File: config.mk
export PLATFORM = sky130hd
export DESIGN_NAME = fetch_top
export DESIGN_NICKNAME = d
export VERILOG_FILES = /design/src/hdl/fetch_pkg.sv /design/src/hdl/fetch_top.sv /design/src/hdl/fetch_axil.sv /design/src/hdl/trap_csr.sv /design/src/hdl/irq_select.sv /design/src/hdl/pc_gen.sv
export SDC_FILE = /design/constraint.sdc
export NUM_CORES = 1
export LEC_CHECK = 0
export ABC_AREA = 1
export BUFFER_PORTS_ARGS = -buffer_cell sky130_fd_sc_hd__clkbuf_2
export CORE_MARGIN = 10
export CORE_UTILIZATION = 45
export DETAILED_ROUTE_END_ITERATION = 10
export PLACE_DENSITY_LB_ADDON = 0.05
export SYNTH_ARGS = -nofsm -noshare
export SYNTH_HDL_FRONTEND = slang
export SYNTH_SLANG_ARGS = --single-unit
File: constraint.sdc
create_clock -name clk_i -period 2.8 [get_ports clk_i]
set_input_delay 0.14 -clock clk_i [delete_from_list [all_inputs] [get_ports clk_i]]
set_output_delay 0.14 -clock clk_i [all_outputs]
set_load 0.05 [all_outputs]
File: src/hdl/fetch_pkg.sv
`default_nettype none

package fetch_pkg;

	// Data and address width
	localparam int XLEN = 32;

	// First fetch address after reset
	localparam logic [XLEN-1:0] RESET_PC = 32'h0000_0100;

	// Interrupt lines and id width
	localparam int NUM_IRQ = 8;
	localparam int IRQ_ID_W = 3;

	// Machine CSR addresses
	localparam logic [11:0] CSR_MTVEC = 12'h305;
	localparam logic [11:0] CSR_MEPC = 12'h341;
	localparam logic [11:0] CSR_MIE = 12'h304;

	// AXI encodings, instruction access and OKAY response
	localparam logic [2:0] AXI_PROT_INSN = 3'b100;
	localparam logic [1:0] AXI_RESP_OKAY = 2'b00;

	// Jump or taken branch from execute
	typedef struct packed {
		logic valid;
		logic [XLEN-1:0] target;
	} redirect_t;

	// Software CSR write
	typedef struct packed {
		logic valid;
		logic [11:0] addr;
		logic [XLEN-1:0] data;
	} csr_wr_t;

	// Instruction handed to decode
	typedef struct packed {
		logic [XLEN-1:0] pc;
		logic [XLEN-1:0] instr;
		logic err;
	} fetch_pkt_t;

	// AXI4-Lite read address and read data payloads
	typedef struct packed {
		logic [XLEN-1:0] araddr;
		logic [2:0] arprot;
	} axil_ar_t;

	typedef struct packed {
		logic [XLEN-1:0] rdata;
		logic [1:0] rresp;
	} axil_r_t;

endpackage

`default_nettype wire
File: src/hdl/fetch_top.sv
`default_nettype none

module fetch_top (
	input wire clk_i,
	input wire reset_i,
	input wire fetch_pkg::redirect_t redirect_i,
	input wire mret_i,
	input wire [fetch_pkg::NUM_IRQ-1:0] irq_lines_i,
	// CSR access
	input wire fetch_pkg::csr_wr_t csr_wr_i,
	input wire [11:0] csr_rd_addr_i,
	output logic [fetch_pkg::XLEN-1:0] csr_rd_data_o,
	// AXI4-Lite read master
	output fetch_pkg::axil_ar_t ar_o,
	output logic arvalid_o,
	input wire arready_i,
	input wire fetch_pkg::axil_r_t r_i,
	input wire rvalid_i,
	output logic rready_o,
	// Decode side
	output fetch_pkg::fetch_pkt_t inst_o,
	output logic inst_valid_o,
	input wire inst_ready_i
);

	// PC handoff
	logic [fetch_pkg::XLEN-1:0] pc;
	logic pc_valid;
	logic pc_ready;
	logic flush;
	logic fetch_idle;
	// Interrupt path
	logic irq_req;
	logic [fetch_pkg::IRQ_ID_W-1:0] irq_id;
	logic irq_take;
	logic in_isr;
	// Trap registers
	logic [fetch_pkg::XLEN-1:0] mtvec;
	logic [fetch_pkg::XLEN-1:0] mepc;
	logic [fetch_pkg::NUM_IRQ-1:0] irq_enable;

	pc_gen u_pc_gen (
		.clk_i(clk_i), .reset_i(reset_i),
		.redirect_i(redirect_i), .mret_i(mret_i),
		.irq_req_i(irq_req), .irq_id_i(irq_id),
		.mtvec_i(mtvec), .mepc_i(mepc),
		.fetch_idle_i(fetch_idle), .pc_ready_i(pc_ready),
		.pc_o(pc), .pc_valid_o(pc_valid), .flush_o(flush),
		.irq_take_o(irq_take), .in_isr_o(in_isr)
	);

	irq_select u_irq_select (
		.irq_lines_i(irq_lines_i), .irq_enable_i(irq_enable), .in_isr_i(in_isr),
		.irq_req_o(irq_req), .irq_id_o(irq_id)
	);

	// mepc saves the pc that pc_gen was about to offer
	trap_csr u_trap_csr (
		.clk_i(clk_i), .reset_i(reset_i),
		.csr_wr_i(csr_wr_i), .csr_rd_addr_i(csr_rd_addr_i), .csr_rd_data_o(csr_rd_data_o),
		.irq_take_i(irq_take), .trap_pc_i(pc),
		.mtvec_o(mtvec), .mepc_o(mepc), .irq_enable_o(irq_enable)
	);

	fetch_axil u_fetch_axil (
		.clk_i(clk_i), .reset_i(reset_i),
		.pc_i(pc), .pc_valid_i(pc_valid), .pc_ready_o(pc_ready),
		.flush_i(flush), .idle_o(fetch_idle),
		.ar_o(ar_o), .arvalid_o(arvalid_o), .arready_i(arready_i),
		.r_i(r_i), .rvalid_i(rvalid_i), .rready_o(rready_o),
		.inst_o(inst_o), .inst_valid_o(inst_valid_o), .inst_ready_i(inst_ready_i)
	);

endmodule

`default_nettype wire

File: src/hdl/fetch_axil.sv
`default_nettype none

module fetch_axil (
	input wire clk_i,
	input wire reset_i,
	// Address from pc_gen
	input wire [fetch_pkg::XLEN-1:0] pc_i,
	input wire pc_valid_i,
	output logic pc_ready_o,
	input wire flush_i,
	output logic idle_o,
	// AXI4-Lite read channels
	output fetch_pkg::axil_ar_t ar_o,
	output logic arvalid_o,
	input wire arready_i,
	input wire fetch_pkg::axil_r_t r_i,
	input wire rvalid_i,
	output logic rready_o,
	// Toward decode
	output fetch_pkg::fetch_pkt_t inst_o,
	output logic inst_valid_o,
	input wire inst_ready_i
);

	typedef enum logic [1:0] {
		ST_IDLE,
		ST_ADDR,
		ST_WAIT
	} state_t;

	state_t state_q;
	logic [fetch_pkg::XLEN-1:0] req_pc_q;
	logic drop_q;
	fetch_pkg::fetch_pkt_t buf_q;
	logic buf_valid_q;
	logic buf_free;
	logic pc_fire;
	logic r_fire;
	logic buf_load;

	// Buffer can take a word if empty or draining now
	assign buf_free = ~buf_valid_q | inst_ready_i;

	// New address only between reads and with room for its data
	assign pc_ready_o = (state_q == ST_IDLE) & buf_free;
	assign pc_fire = pc_valid_i & pc_ready_o & ~flush_i;
	assign idle_o = (state_q == ST_IDLE);

	assign arvalid_o = (state_q == ST_ADDR);
	assign ar_o.araddr = req_pc_q;
	assign ar_o.arprot = fetch_pkg::AXI_PROT_INSN;

	// Stale responses are always taken, they never reach the buffer
	assign rready_o = (state_q == ST_WAIT) & (buf_free | drop_q | flush_i);
	assign r_fire = rvalid_i & rready_o;
	assign buf_load = r_fire & ~drop_q & ~flush_i;

	always_ff @(posedge clk_i) begin
		if (reset_i) begin
			state_q <= ST_IDLE;
			drop_q <= 1'b0;
		end else begin
			case (state_q)
				ST_IDLE: begin
					if (pc_fire) begin
						state_q <= ST_ADDR;
					end
				end
				ST_ADDR: begin
					if (arready_i) begin
						state_q <= ST_WAIT;
					end
				end
				ST_WAIT: begin
					if (r_fire) begin
						state_q <= ST_IDLE;
					end
				end
				default: state_q <= ST_IDLE;
			endcase
			// Read in flight on flush, throw away its response
			if (r_fire) begin
				drop_q <= 1'b0;
			end else if (flush_i && state_q != ST_IDLE) begin
				drop_q <= 1'b1;
			end
		end
	end

	// Request address held for AR and tagged onto the data
	always_ff @(posedge clk_i) begin
		if (pc_fire) begin
			req_pc_q <= pc_i;
		end
	end

	always_ff @(posedge clk_i) begin
		if (reset_i) begin
			buf_valid_q <= 1'b0;
		end else if (flush_i) begin
			buf_valid_q <= 1'b0;
		end else if (buf_load) begin
			buf_valid_q <= 1'b1;
		end else if (inst_ready_i) begin
			buf_valid_q <= 1'b0;
		end
	end

	// Payload only, err on anything but OKAY
	always_ff @(posedge clk_i) begin
		if (buf_load) begin
			buf_q.pc <= req_pc_q;
			buf_q.instr <= r_i.rdata;
			buf_q.err <= (r_i.rresp != fetch_pkg::AXI_RESP_OKAY);
		end
	end

	assign inst_o = buf_q;
	assign inst_valid_o = buf_valid_q;

	// AR payload held until the slave takes it
	a_ar_stable: assert property (
		@(posedge clk_i) disable iff (reset_i)
		arvalid_o && !arready_i |=> arvalid_o && $stable(ar_o)
	);

	// Stalled packet is neither lost nor replaced
	a_buf_hold: assert property (
		@(posedge clk_i) disable iff (reset_i)
		inst_valid_o && !inst_ready_i && !flush_i |=> inst_valid_o && $stable(inst_o)
	);

endmodule

`default_nettype wire

File: src/hdl/trap_csr.sv
`default_nettype none

module trap_csr (
	input wire clk_i,
	input wire reset_i,
	// Software write and combinational read
	input wire fetch_pkg::csr_wr_t csr_wr_i,
	input wire [11:0] csr_rd_addr_i,
	output logic [fetch_pkg::XLEN-1:0] csr_rd_data_o,
	// Interrupt entry saves the pc
	input wire irq_take_i,
	input wire [fetch_pkg::XLEN-1:0] trap_pc_i,
	output logic [fetch_pkg::XLEN-1:0] mtvec_o,
	output logic [fetch_pkg::XLEN-1:0] mepc_o,
	output logic [fetch_pkg::NUM_IRQ-1:0] irq_enable_o
);

	logic [fetch_pkg::XLEN-1:0] mtvec_q;
	logic [fetch_pkg::XLEN-1:0] mepc_q;
	logic [fetch_pkg::NUM_IRQ-1:0] mie_q;
	logic wr_mtvec;
	logic wr_mepc;
	logic wr_mie;

	assign wr_mtvec = csr_wr_i.valid && (csr_wr_i.addr == fetch_pkg::CSR_MTVEC);
	assign wr_mepc = csr_wr_i.valid && (csr_wr_i.addr == fetch_pkg::CSR_MEPC);
	assign wr_mie = csr_wr_i.valid && (csr_wr_i.addr == fetch_pkg::CSR_MIE);

	always_ff @(posedge clk_i) begin
		if (reset_i) begin
			mtvec_q <= '0;
			mepc_q <= '0;
			mie_q <= '0;
		end else begin
			// Vector base kept word aligned
			if (wr_mtvec) begin
				mtvec_q <= {csr_wr_i.data[fetch_pkg::XLEN-1:2], 2'b00};
			end
			// Hardware capture beats a software write
			if (irq_take_i) begin
				mepc_q <= trap_pc_i;
			end else if (wr_mepc) begin
				mepc_q <= csr_wr_i.data;
			end
			if (wr_mie) begin
				mie_q <= csr_wr_i.data[fetch_pkg::NUM_IRQ-1:0];
			end
		end
	end

	// Unknown addresses read as zero
	always_comb begin
		case (csr_rd_addr_i)
			fetch_pkg::CSR_MTVEC: csr_rd_data_o = mtvec_q;
			fetch_pkg::CSR_MEPC: csr_rd_data_o = mepc_q;
			fetch_pkg::CSR_MIE:
				csr_rd_data_o = {{(fetch_pkg::XLEN - fetch_pkg::NUM_IRQ){1'b0}}, mie_q};
			default: csr_rd_data_o = '0;
		endcase
	end

	assign mtvec_o = mtvec_q;
	assign mepc_o = mepc_q;
	assign irq_enable_o = mie_q;

endmodule

`default_nettype wire

File: src/hdl/irq_select.sv
`default_nettype none

module irq_select (
	input wire [fetch_pkg::NUM_IRQ-1:0] irq_lines_i,
	input wire [fetch_pkg::NUM_IRQ-1:0] irq_enable_i,
	input wire in_isr_i,
	output logic irq_req_o,
	output logic [fetch_pkg::IRQ_ID_W-1:0] irq_id_o
);

	logic [fetch_pkg::NUM_IRQ-1:0] pending;
	logic [fetch_pkg::NUM_IRQ-1:0] below_id;

	// Only enabled lines compete
	assign pending = irq_lines_i & irq_enable_i;

	// No new request inside a handler
	assign irq_req_o = (|pending) & ~in_isr_i;

	// Scan down so the lowest set line wins
	always_comb begin
		irq_id_o = '0;
		for (int i = fetch_pkg::NUM_IRQ - 1; i >= 0; i--) begin
			if (pending[i]) begin
				irq_id_o = i[fetch_pkg::IRQ_ID_W-1:0];
			end
		end
	end

	// Mask of all lines under the chosen id
	always_comb begin
		below_id = '0;
		for (int j = 0; j < fetch_pkg::NUM_IRQ; j++) begin
			if (j < int'(irq_id_o)) begin
				below_id[j] = 1'b1;
			end
		end
	end

	// Chosen line is enabled and pending, and nothing lower competes
	always_comb begin
		if (irq_req_o) begin
			a_id_enabled: assert (irq_enable_i[irq_id_o] && irq_lines_i[irq_id_o]);
			a_id_lowest: assert ((pending & below_id) == '0);
		end
	end

endmodule

`default_nettype wire

File: src/hdl/pc_gen.sv
`default_nettype none

module pc_gen (
	input wire clk_i,
	input wire reset_i,
	// Execute stage redirect and return from interrupt
	input wire fetch_pkg::redirect_t redirect_i,
	input wire mret_i,
	// From the interrupt selector
	input wire irq_req_i,
	input wire [fetch_pkg::IRQ_ID_W-1:0] irq_id_i,
	// Trap registers
	input wire [fetch_pkg::XLEN-1:0] mtvec_i,
	input wire [fetch_pkg::XLEN-1:0] mepc_i,
	// Fetch unit status and handshake
	input wire fetch_idle_i,
	input wire pc_ready_i,
	output logic [fetch_pkg::XLEN-1:0] pc_o,
	output logic pc_valid_o,
	output logic flush_o,
	output logic irq_take_o,
	output logic in_isr_o
);

	logic [fetch_pkg::XLEN-1:0] pc_q;
	logic in_isr_q;
	logic [fetch_pkg::XLEN-1:0] vector_pc;
	logic pc_fire;

	// Vector entry is mtvec plus four times the line id
	assign vector_pc = mtvec_i +
		{{(fetch_pkg::XLEN - fetch_pkg::IRQ_ID_W - 2){1'b0}}, irq_id_i, 2'b00};

	// Redirect or mret kills whatever the fetch unit holds
	assign flush_o = redirect_i.valid | mret_i;

	// Entry only between reads so the current pc was never fetched
	// Selector withholds requests inside a handler
	assign irq_take_o = irq_req_i & fetch_idle_i & ~flush_o;

	// Current pc goes stale on any control change this cycle
	assign pc_valid_o = ~flush_o & ~irq_take_o;
	assign pc_fire = pc_valid_o & pc_ready_i;

	assign pc_o = pc_q;
	assign in_isr_o = in_isr_q;

	always_ff @(posedge clk_i) begin
		if (reset_i) begin
			pc_q <= fetch_pkg::RESET_PC;
			in_isr_q <= 1'b0;
		end else if (redirect_i.valid) begin
			// Jump or taken branch has highest priority
			pc_q <= redirect_i.target;
		end else if (mret_i) begin
			// Resume at the saved address
			pc_q <= mepc_i;
			in_isr_q <= 1'b0;
		end else if (irq_take_o) begin
			pc_q <= vector_pc;
			in_isr_q <= 1'b1;
		end else if (pc_fire) begin
			// Sequential step on acceptance
			pc_q <= pc_q + 32'd4;
		end
	end

	// Every offered address is word aligned whatever its source
	a_pc_aligned: assert property (
		@(posedge clk_i) disable iff (reset_i)
		pc_valid_o |-> (pc_q[1:0] == 2'b00)
	);

	// Nothing is taken while a handler runs
	a_no_nested: assert property (
		@(posedge clk_i) disable iff (reset_i)
		in_isr_q |-> !irq_take_o
	);

endmodule

`default_nettype wire

# Yosys cells after proc, flatten, opt, wreduce, memory -nomap -nowiden
# Cells that the tools add are included.
[totals] out_inout_bits=135 elab_cells=86 ff_bits=204 inputBits=138
[op_classes] addsub=2 n_bitwise=22 reduce_logical=16 eq_ne=11 muxes=23
[op_table] op="$mux 32" count=6
[op_table] op="$pmux 32 s3" count=1
[op_table] op="$eq 12x10->1 const B" count=6
[op_table] op="$add 32x3->32 const B" count=1
[op_table] op="$add 32x5->32" count=1
[op_table] op="$mux 3" count=8
[op_table] op="$and 1x1->1" count=11
[op_table] op="$reduce_bool 2->1" count=5
[op_table] op="$and 8x8->8" count=1
[op_table] op="$reduce_or 8->1" count=1
[op_table] op="$mux 2" count=3
[op_table] op="$ne 2x1->1 const B" count=3
[op_table] op="$not 1->1" count=6
[op_table] op="$pmux 2 s3" count=1
[op_table] op="$logic_and 1x1->1" count=4
[op_table] op="$mux 1" count=4
[op_table] op="$or 1x1->1" count=4
[op_table] op="$reduce_bool 4->1" count=1
[op_table] op="$reduce_or 2->1" count=2
[op_table] op="$reduce_and 3->1" count=1
[op_table] op="$eq 2x1->1 const B" count=1
[op_table] op="$eq 2x2->1 const B" count=1
[op_table] op="$logic_not 2->1" count=1
[op_table] op="$reduce_and 2->1" count=1

# Depth between registers and ports, before layout
[depth] ltp_word=13 ltp_mapped=18 depth_no_buf=18

# Hierarchy
# From an unflattened synthesis, not the netlist that was laid out.
[hier_totals] cells_unflattened=1385 hier_area_um2=10553.9
[modules_own_cells] mod="pc_gen" cells_per_inst=656 n_inst=1 area_per_inst_um2=3733.6 seq_area_each_um2=660.6
[modules_own_cells] mod="trap_csr" cells_per_inst=563 n_inst=1 area_per_inst_um2=3500.9 seq_area_each_um2=1401.3
[modules_own_cells] mod="fetch_axil" cells_per_inst=140 n_inst=1 area_per_inst_um2=3201.8 seq_area_each_um2=2992.9
[modules_own_cells] mod="irq_select" cells_per_inst=26 n_inst=1 area_per_inst_um2=117.6 seq_area_each_um2=0.0

# Least setup slack after synthesis
# No wires, ideal clock.
[synth_timing] path_type="flip-flop to flip-flop" from="register u_fetch_axil.buf_valid_q (netlist: u_fetch_axil.inst_valid_o)" to="register u_fetch_axil.buf_q, in the netlist u_fetch_axil.inst_o[0] (enable)" synth_period_minus_slack_ns=3.869 slack_ns=-1.069 stages_incl_launch_ff=8 n_path_buf=0 setup_ns=0.419 arrival_ns=3.450 cell_sequence="dfxtp_1 nand2_1 nor2_1 nor3_1 nand2_1 inv_1 nand3_1 inv_1"
[synth_between] elab_chain_cells=8
[synth_rtl] item="start: declaration" line_no="fetch_axil.sv:35" rtl="logic buf_valid_q;"
[synth_rtl] item="start signal: assignment" line_no="fetch_axil.sv:99" rtl="buf_valid_q <= 1'b0;"
[synth_rtl] item="start signal: assignment" line_no="fetch_axil.sv:101" rtl="buf_valid_q <= 1'b0;"
[synth_rtl] item="start signal: assignment" line_no="fetch_axil.sv:103" rtl="buf_valid_q <= 1'b1;"
[synth_rtl] item="$not 1->1" line_no="fetch_axil.sv:42" rtl="assign buf_free = ~buf_valid_q | inst_ready_i;"
[synth_rtl] item="$or 1x1->1" line_no="fetch_axil.sv:42"
[synth_rtl] item="$or 1x1->1 (2 in series)" line_no="fetch_axil.sv:54" rtl="assign rready_o = (state_q == ST_WAIT) & (buf_free | drop_q | flush_i);"
[synth_rtl] item="$and 1x1->1" line_no="fetch_axil.sv:54"
[synth_rtl] item="named net rready_o" line_no="fetch_top.sv:19" rtl="output logic rready_o,"
[synth_rtl] item="$and 1x1->1" line_no="fetch_axil.sv:55" rtl="assign r_fire = rvalid_i & rready_o;"
[synth_rtl] item="$and 1x1->1 (2 in series)" line_no="fetch_axil.sv:56" rtl="assign buf_load = r_fire & ~drop_q & ~flush_i;"
[synth_rtl] item="named net u_fetch_axil.buf_load" line_no="fetch_axil.sv:39" rtl="logic buf_load;"
[synth_rtl] item="end: declaration" line_no="fetch_axil.sv:34" rtl="fetch_pkg::fetch_pkt_t buf_q;"
# The timed path passes the listed nets, and every way through them passes these cells.
# A chain may end at the register's enable or synchronous reset.

# Final worst setup path
[layout_timing] from="register u_trap_csr.mie_q, in the netlist u_trap_csr.irq_enable_o[6]" to="register u_pc_gen.pc_q, in the netlist u_pc_gen.pc_o[30]"
[layout_between] elab_chain_cells=12 elab_cells_between_ends=20 classes_between="add/sub (1); mux (10); bitwise (7); reduce/logical (2)"
[layout_rtl] item="start: declaration" line_no="trap_csr.sv:20" rtl="logic [fetch_pkg::NUM_IRQ-1:0] mie_q;"
[layout_rtl] item="start signal: assignment" line_no="trap_csr.sv:46" rtl="mie_q <= csr_wr_i.data[fetch_pkg::NUM_IRQ-1:0];"
[layout_rtl] item="$and 8x8->8 (*)" line_no="irq_select.sv:15" rtl="assign pending = irq_lines_i & irq_enable_i;"
[layout_rtl] item="$mux 3 (7 in series)" line_no="irq_select.sv:24" rtl="if (pending[i]) begin"
[layout_rtl] item="$add 32x5->32" line_no="pc_gen.sv:31" rtl="assign vector_pc = mtvec_i +"
[layout_rtl] item="$mux 32" line_no="pc_gen.sv:59" rtl="end else if (irq_take_o) begin"
[layout_rtl] item="$mux 32" line_no="pc_gen.sv:55" rtl="end else if (mret_i) begin"
[layout_rtl] item="$mux 32" line_no="pc_gen.sv:52" rtl="end else if (redirect_i.valid) begin"
[layout_rtl] item="end signal: assignment" line_no="pc_gen.sv:54" rtl="pc_q <= redirect_i.target;"
[layout_rtl] item="end signal: assignment" line_no="pc_gen.sv:57" rtl="pc_q <= mepc_i;"
[layout_rtl] item="end signal: assignment" line_no="pc_gen.sv:60" rtl="pc_q <= vector_pc;"
[layout_rtl] item="end: declaration" line_no="pc_gen.sv:25" rtl="logic [fetch_pkg::XLEN-1:0] pc_q;"
# Every way passes the cells marked *; elsewhere a longest branch is shown, timed or not.

==> impl_metrics.json <==
{
  "routed_wl_microns": 38300,
  "leakage_nw": 5.86,
  "ant_nets": 0,
  "vias_per_cell": 5.32,
  "initial_core_util_pct": 46.1,
  "r2r_slack_ps": 240,
  "grt_max_degree": 77,
  "h-tree-depth": 1,
  "grt-ovfl-total": 0,
  "fp.dieH_microns": 173,
  "drive_gt1_share_pct": 23.2,
  "cp.required_ps": 3270,
  "arrival_ps": 3020,
  "slowest_delay_ps": 320,
  "cts.clk_slew.worst_paths_ps": 60,
  "grt_pass1_wl_microns": 59600,
  "relSlewSlack_pct": 49.5,
  "drc": 0,
  "placed_area_sq_mm": 0.0122,
  "grt_pass1_vias": 10439,
  "cp-startpoint": "u_trap_csr.irq_enable_o[6]",
  "cap_violations": 0,
  "clockRootBuffer": "clkbuf_16",
  "rows": 55,
  "coreArea_sq_mm": 0.0228,
  "drt_pass1_iterations": 7,
  "yosysTopAreaCell": "edfxtp_1",
  "fmax_ghz": 0.391,
  "io_buffers": 269,
  "yosys-top-cells-area": "edfxtp_1 (28%), dfxtp_1 (20%), nand2_1 (12%), nand3_1 (7.6%), inv_1 (4.8%)",
  "clock-sinks": 204,
  "ys_ff_latch": 204,
  "die_w_microns": 173,
  "r2r-start": "u_trap_csr.irq_enable_o[6]",
  "switching_share_pct": 24.6,
  "rsz0062_at_grt": "false",
  "place.gp.congestion": 0.955,
  "p_comb_share_pct": 9.4,
  "tightest_slew_ps": 756,
  "clock_path_buffers": 3,
  "cell_internal_pwr_w": 0.00525,
  "cpMostUsedCell": "nand2_1",
  "fin_tns_setup_ps": 0,
  "fin_area_sq_mm": 0.0138,
  "start_kind": "flop",
  "final.min_clock_period_ps": 2560,
  "fin_crit_sh_pct": 91.4,
  "cp_max_fo": 4,
  "fillCellCount": 2128,
  "clk_latency_ps": 530,
  "diodes": 0,
  "power.density_mw_per_mm2": 504,
  "dieArea_sq_mm": 0.0299,
  "finalWorstSetupSlack_ps": 241,
  "status": "finished, final reports clean",
  "crit_type": "flop to flop",
  "pin_count": 273,
  "syn2layout_area_growth_pct": 30.9,
  "hold_path_class": "input pin to flop",
  "syn_area_per_cell_sq_um": 7.95,
  "finalMaxSlewViolations": 0,
  "drtIter0Drc": 935,
  "yosys.area.top_type_share_pct": 27.6,
  "antenna_found_initial": 0,
  "reg2reg_to": "u_pc_gen.pc_o[30]",
  "critical_path.cell_chain": "nand2_2 -> a32oi_1 -> o21ai_0 -> nand2_1 -> a21boi_0 -> ha_2 -> fa_1 -> nand2_1 -> nand2_1 -> nand2_1 -> nor2_1 -> nand3_1 -> nand2_1 -> nand2_1 -> nand2_1 -> nand2_1 -> a21oi_1",
  "numCtsBuffers": 23,
  "crit_path_top_delay_cell": "dfxtp_1",
  "layout.nets": 1806,
  "irDropWorstVdd_uv": 321,
  "synth_sequential_area_ratio_pct": 48.0,
  "ys_warn_count": 0,
  "crit_path_end_kind": "flop",
  "power.switching_w": 0.00171,
  "cp-endpoint": "u_pc_gen.pc_o[30]",
  "p_clk_share_pct": 43.5,
  "synthDistinctLibCells": 48,
  "wl_per_cell_microns": 19.2,
  "dp_slack_ps": 222,
  "hold_viol": 0,
  "vias": 10607,
  "finalSetupViolations": 0,
  "postSynthCellCount": 1325,
  "cts_tree": "yes",
  "reg2reg_depth": 17,
  "hpwl_microns": 28000,
  "skew_ps": 16.2,
  "grt_use_total_pct": 24.5,
  "seqPwrFrac_pct": 47.1,
  "synth_area_sq_mm": 0.0105
}
-- registers in the layout, summed over array words and instances (netlist names) --
signal,cells
u_fetch_axil.drop_q,1
u_fetch_axil.inst_o,65
u_fetch_axil.inst_valid_o,1
u_fetch_axil.req_pc_q,32
u_fetch_axil.state_q,2
u_pc_gen.in_isr_o,1
u_pc_gen.pc_o,32
u_trap_csr.irq_enable_o,8
u_trap_csr.mepc_o,32
u_trap_csr.mtvec_o,30
-- metrics by stage --
| step | hold WS (ps) | utilization (%) | total power, W | std cells |
|---|---|---|---|---|
| after global placement | 317 | 53.2 | 0.00388 | 1865 |
| after floorplan | 209 | - | 0.00364 | 1326 |
| after detailed placement | 319 | 53.2 | 0.00389 | 1865 |
| final | 9.52 | 60.4 | 0.00695 | 1993 |
| after CTS | 5.38 | 60.4 | 0.00700 | 1993 |
| after global routing | 27.2 | 60.4 | 0.00720 | 1993 |
-- layout by cell type, fill, tap and decap left out, types with 5 or more instances in the layout --
master           n
clkbuf_2       269
dlygate4sd3_1   86
xor2_1          12
o211ai_1        23
o21ai_0         78
nor2_4          12
nand3_2          5
nand4_1          6
nor3_1           5
clkbuf_8         8
nand2_2         12
buf_4           17
inv_2           10
nand2_1        328
inv_1          132
nor2_2           8
o221ai_1         6
nor2_1          94
edfxtp_1        97
clkbuf_1         8
clkbuf_16       24
a21oi_1         74
o211ai_2         5
o211a_1         20
dfxtp_1        107
o22ai_1         24
nand3_1        159
a21oi_2          5
-- routing by layer --
metal,GRT usage (%),part of all wire [%],up-vias
met5,0,0,-
met2,38.3,45,465
met3,6.71,9.2,58
li1,-,-,5142
met1,32.7,44,4942
met4,6.36,2.3,0
-- layout make-up --
| cell class | count | area, sq um | share of cell area [%] |
|---|---|---|---|
| well taps | 313 | 392 | 2.84 |
| clock inverters | 2 | 25.0 | 0.181 |
| multi-input cells | 916 | 4660 | 33.8 |
| clock buffers | 40 | 741 | 5.37 |
| flip-flops and latches | 204 | 5050 | 36.6 |
| repair buffers | 374 | 2370 | 17.2 |
| inverters | 144 | 544 | 3.95 |
-- cell families (layout without fill, tap and decap cells) --
group / count (synthesis) / count (layout) / synth area share, %
xor gates and xnor gates: 15 / 15 / 1.25
AOI/OAI and AO/OA: 246 / 246 / 14.5
other: 2 / 3 / 0.0713
buffers and inverters: 206 / 560 / 7.99
DFF: 204 / 204 / 48.0
adders and majority gates: 5 / 5 / 0.665
and+or+nand+nor: 647 / 647 / 27.6
-- synth_stat cells, drive strengths merged --
library cell / count
a21boi: 1
a21oi: 79
a31oi: 5
a32oi: 1
and2: 1
buf: 32
clkbuf: 30
clkinv: 1
conb: 2
dfxtp: 107
edfxtp: 97
fa: 1
ha: 4
inv: 143
nand2: 343
nand3: 166
nand3b: 3
nand4: 6
nor2: 114
nor3: 7
nor4: 4
o2111ai: 1
o211a: 20
o211ai: 28
o21a: 1
o21ai: 78
o21bai: 1
o221ai: 6
o22ai: 24
o31ai: 1
or2: 3
xnor2: 3
xor2: 12
-- how the worst min path moves through the flow --
stage,endpoint,from,cells past startpoint
2_1_floorplan,u_fetch_axil.inst_valid_o,reset_i,1
4_1_cts,u_pc_gen.pc_o[3],redirect_i[3],5
3_3_place_gp,u_fetch_axil.inst_o[17],r_i[18],1
6_report,u_pc_gen.pc_o[3],redirect_i[3],5
3_5_place_dp,u_fetch_axil.inst_o[4],r_i[5],1
5_1_grt,u_pc_gen.pc_o[17],redirect_i[17],5
-- worst max-delay path: cells and delay by family, from the launching register on --
kind | cells | cell delay, ps
simple gates | 11 | 1060
flops | 1 | 320
fa+ha+maj | 2 | 500
compound gates | 4 | 620
-- what timing repair did --
action                                 in CTS  in global routing
buffers inserted                            0                  0
hold buffers                               86                  0
setup endpoints to repair                   0                  2
resized for setup                           0                  1
endpoints found under the hold margin     102                  0
-- power by group through the flow --
stage | combinational, W | clock [W] | sequential [W]
floorplan | 0.000240 | 0 | 0.00340
global placement | 0.000543 | 0 | 0.00334
detailed placement | 0.000546 | 0 | 0.00334
CTS | 0.000644 | 0.00308 | 0.00327
global route | 0.000702 | 0.00322 | 0.00328
finish | 0.000651 | 0.00303 | 0.00328
(Power assumes the default switching activity.)
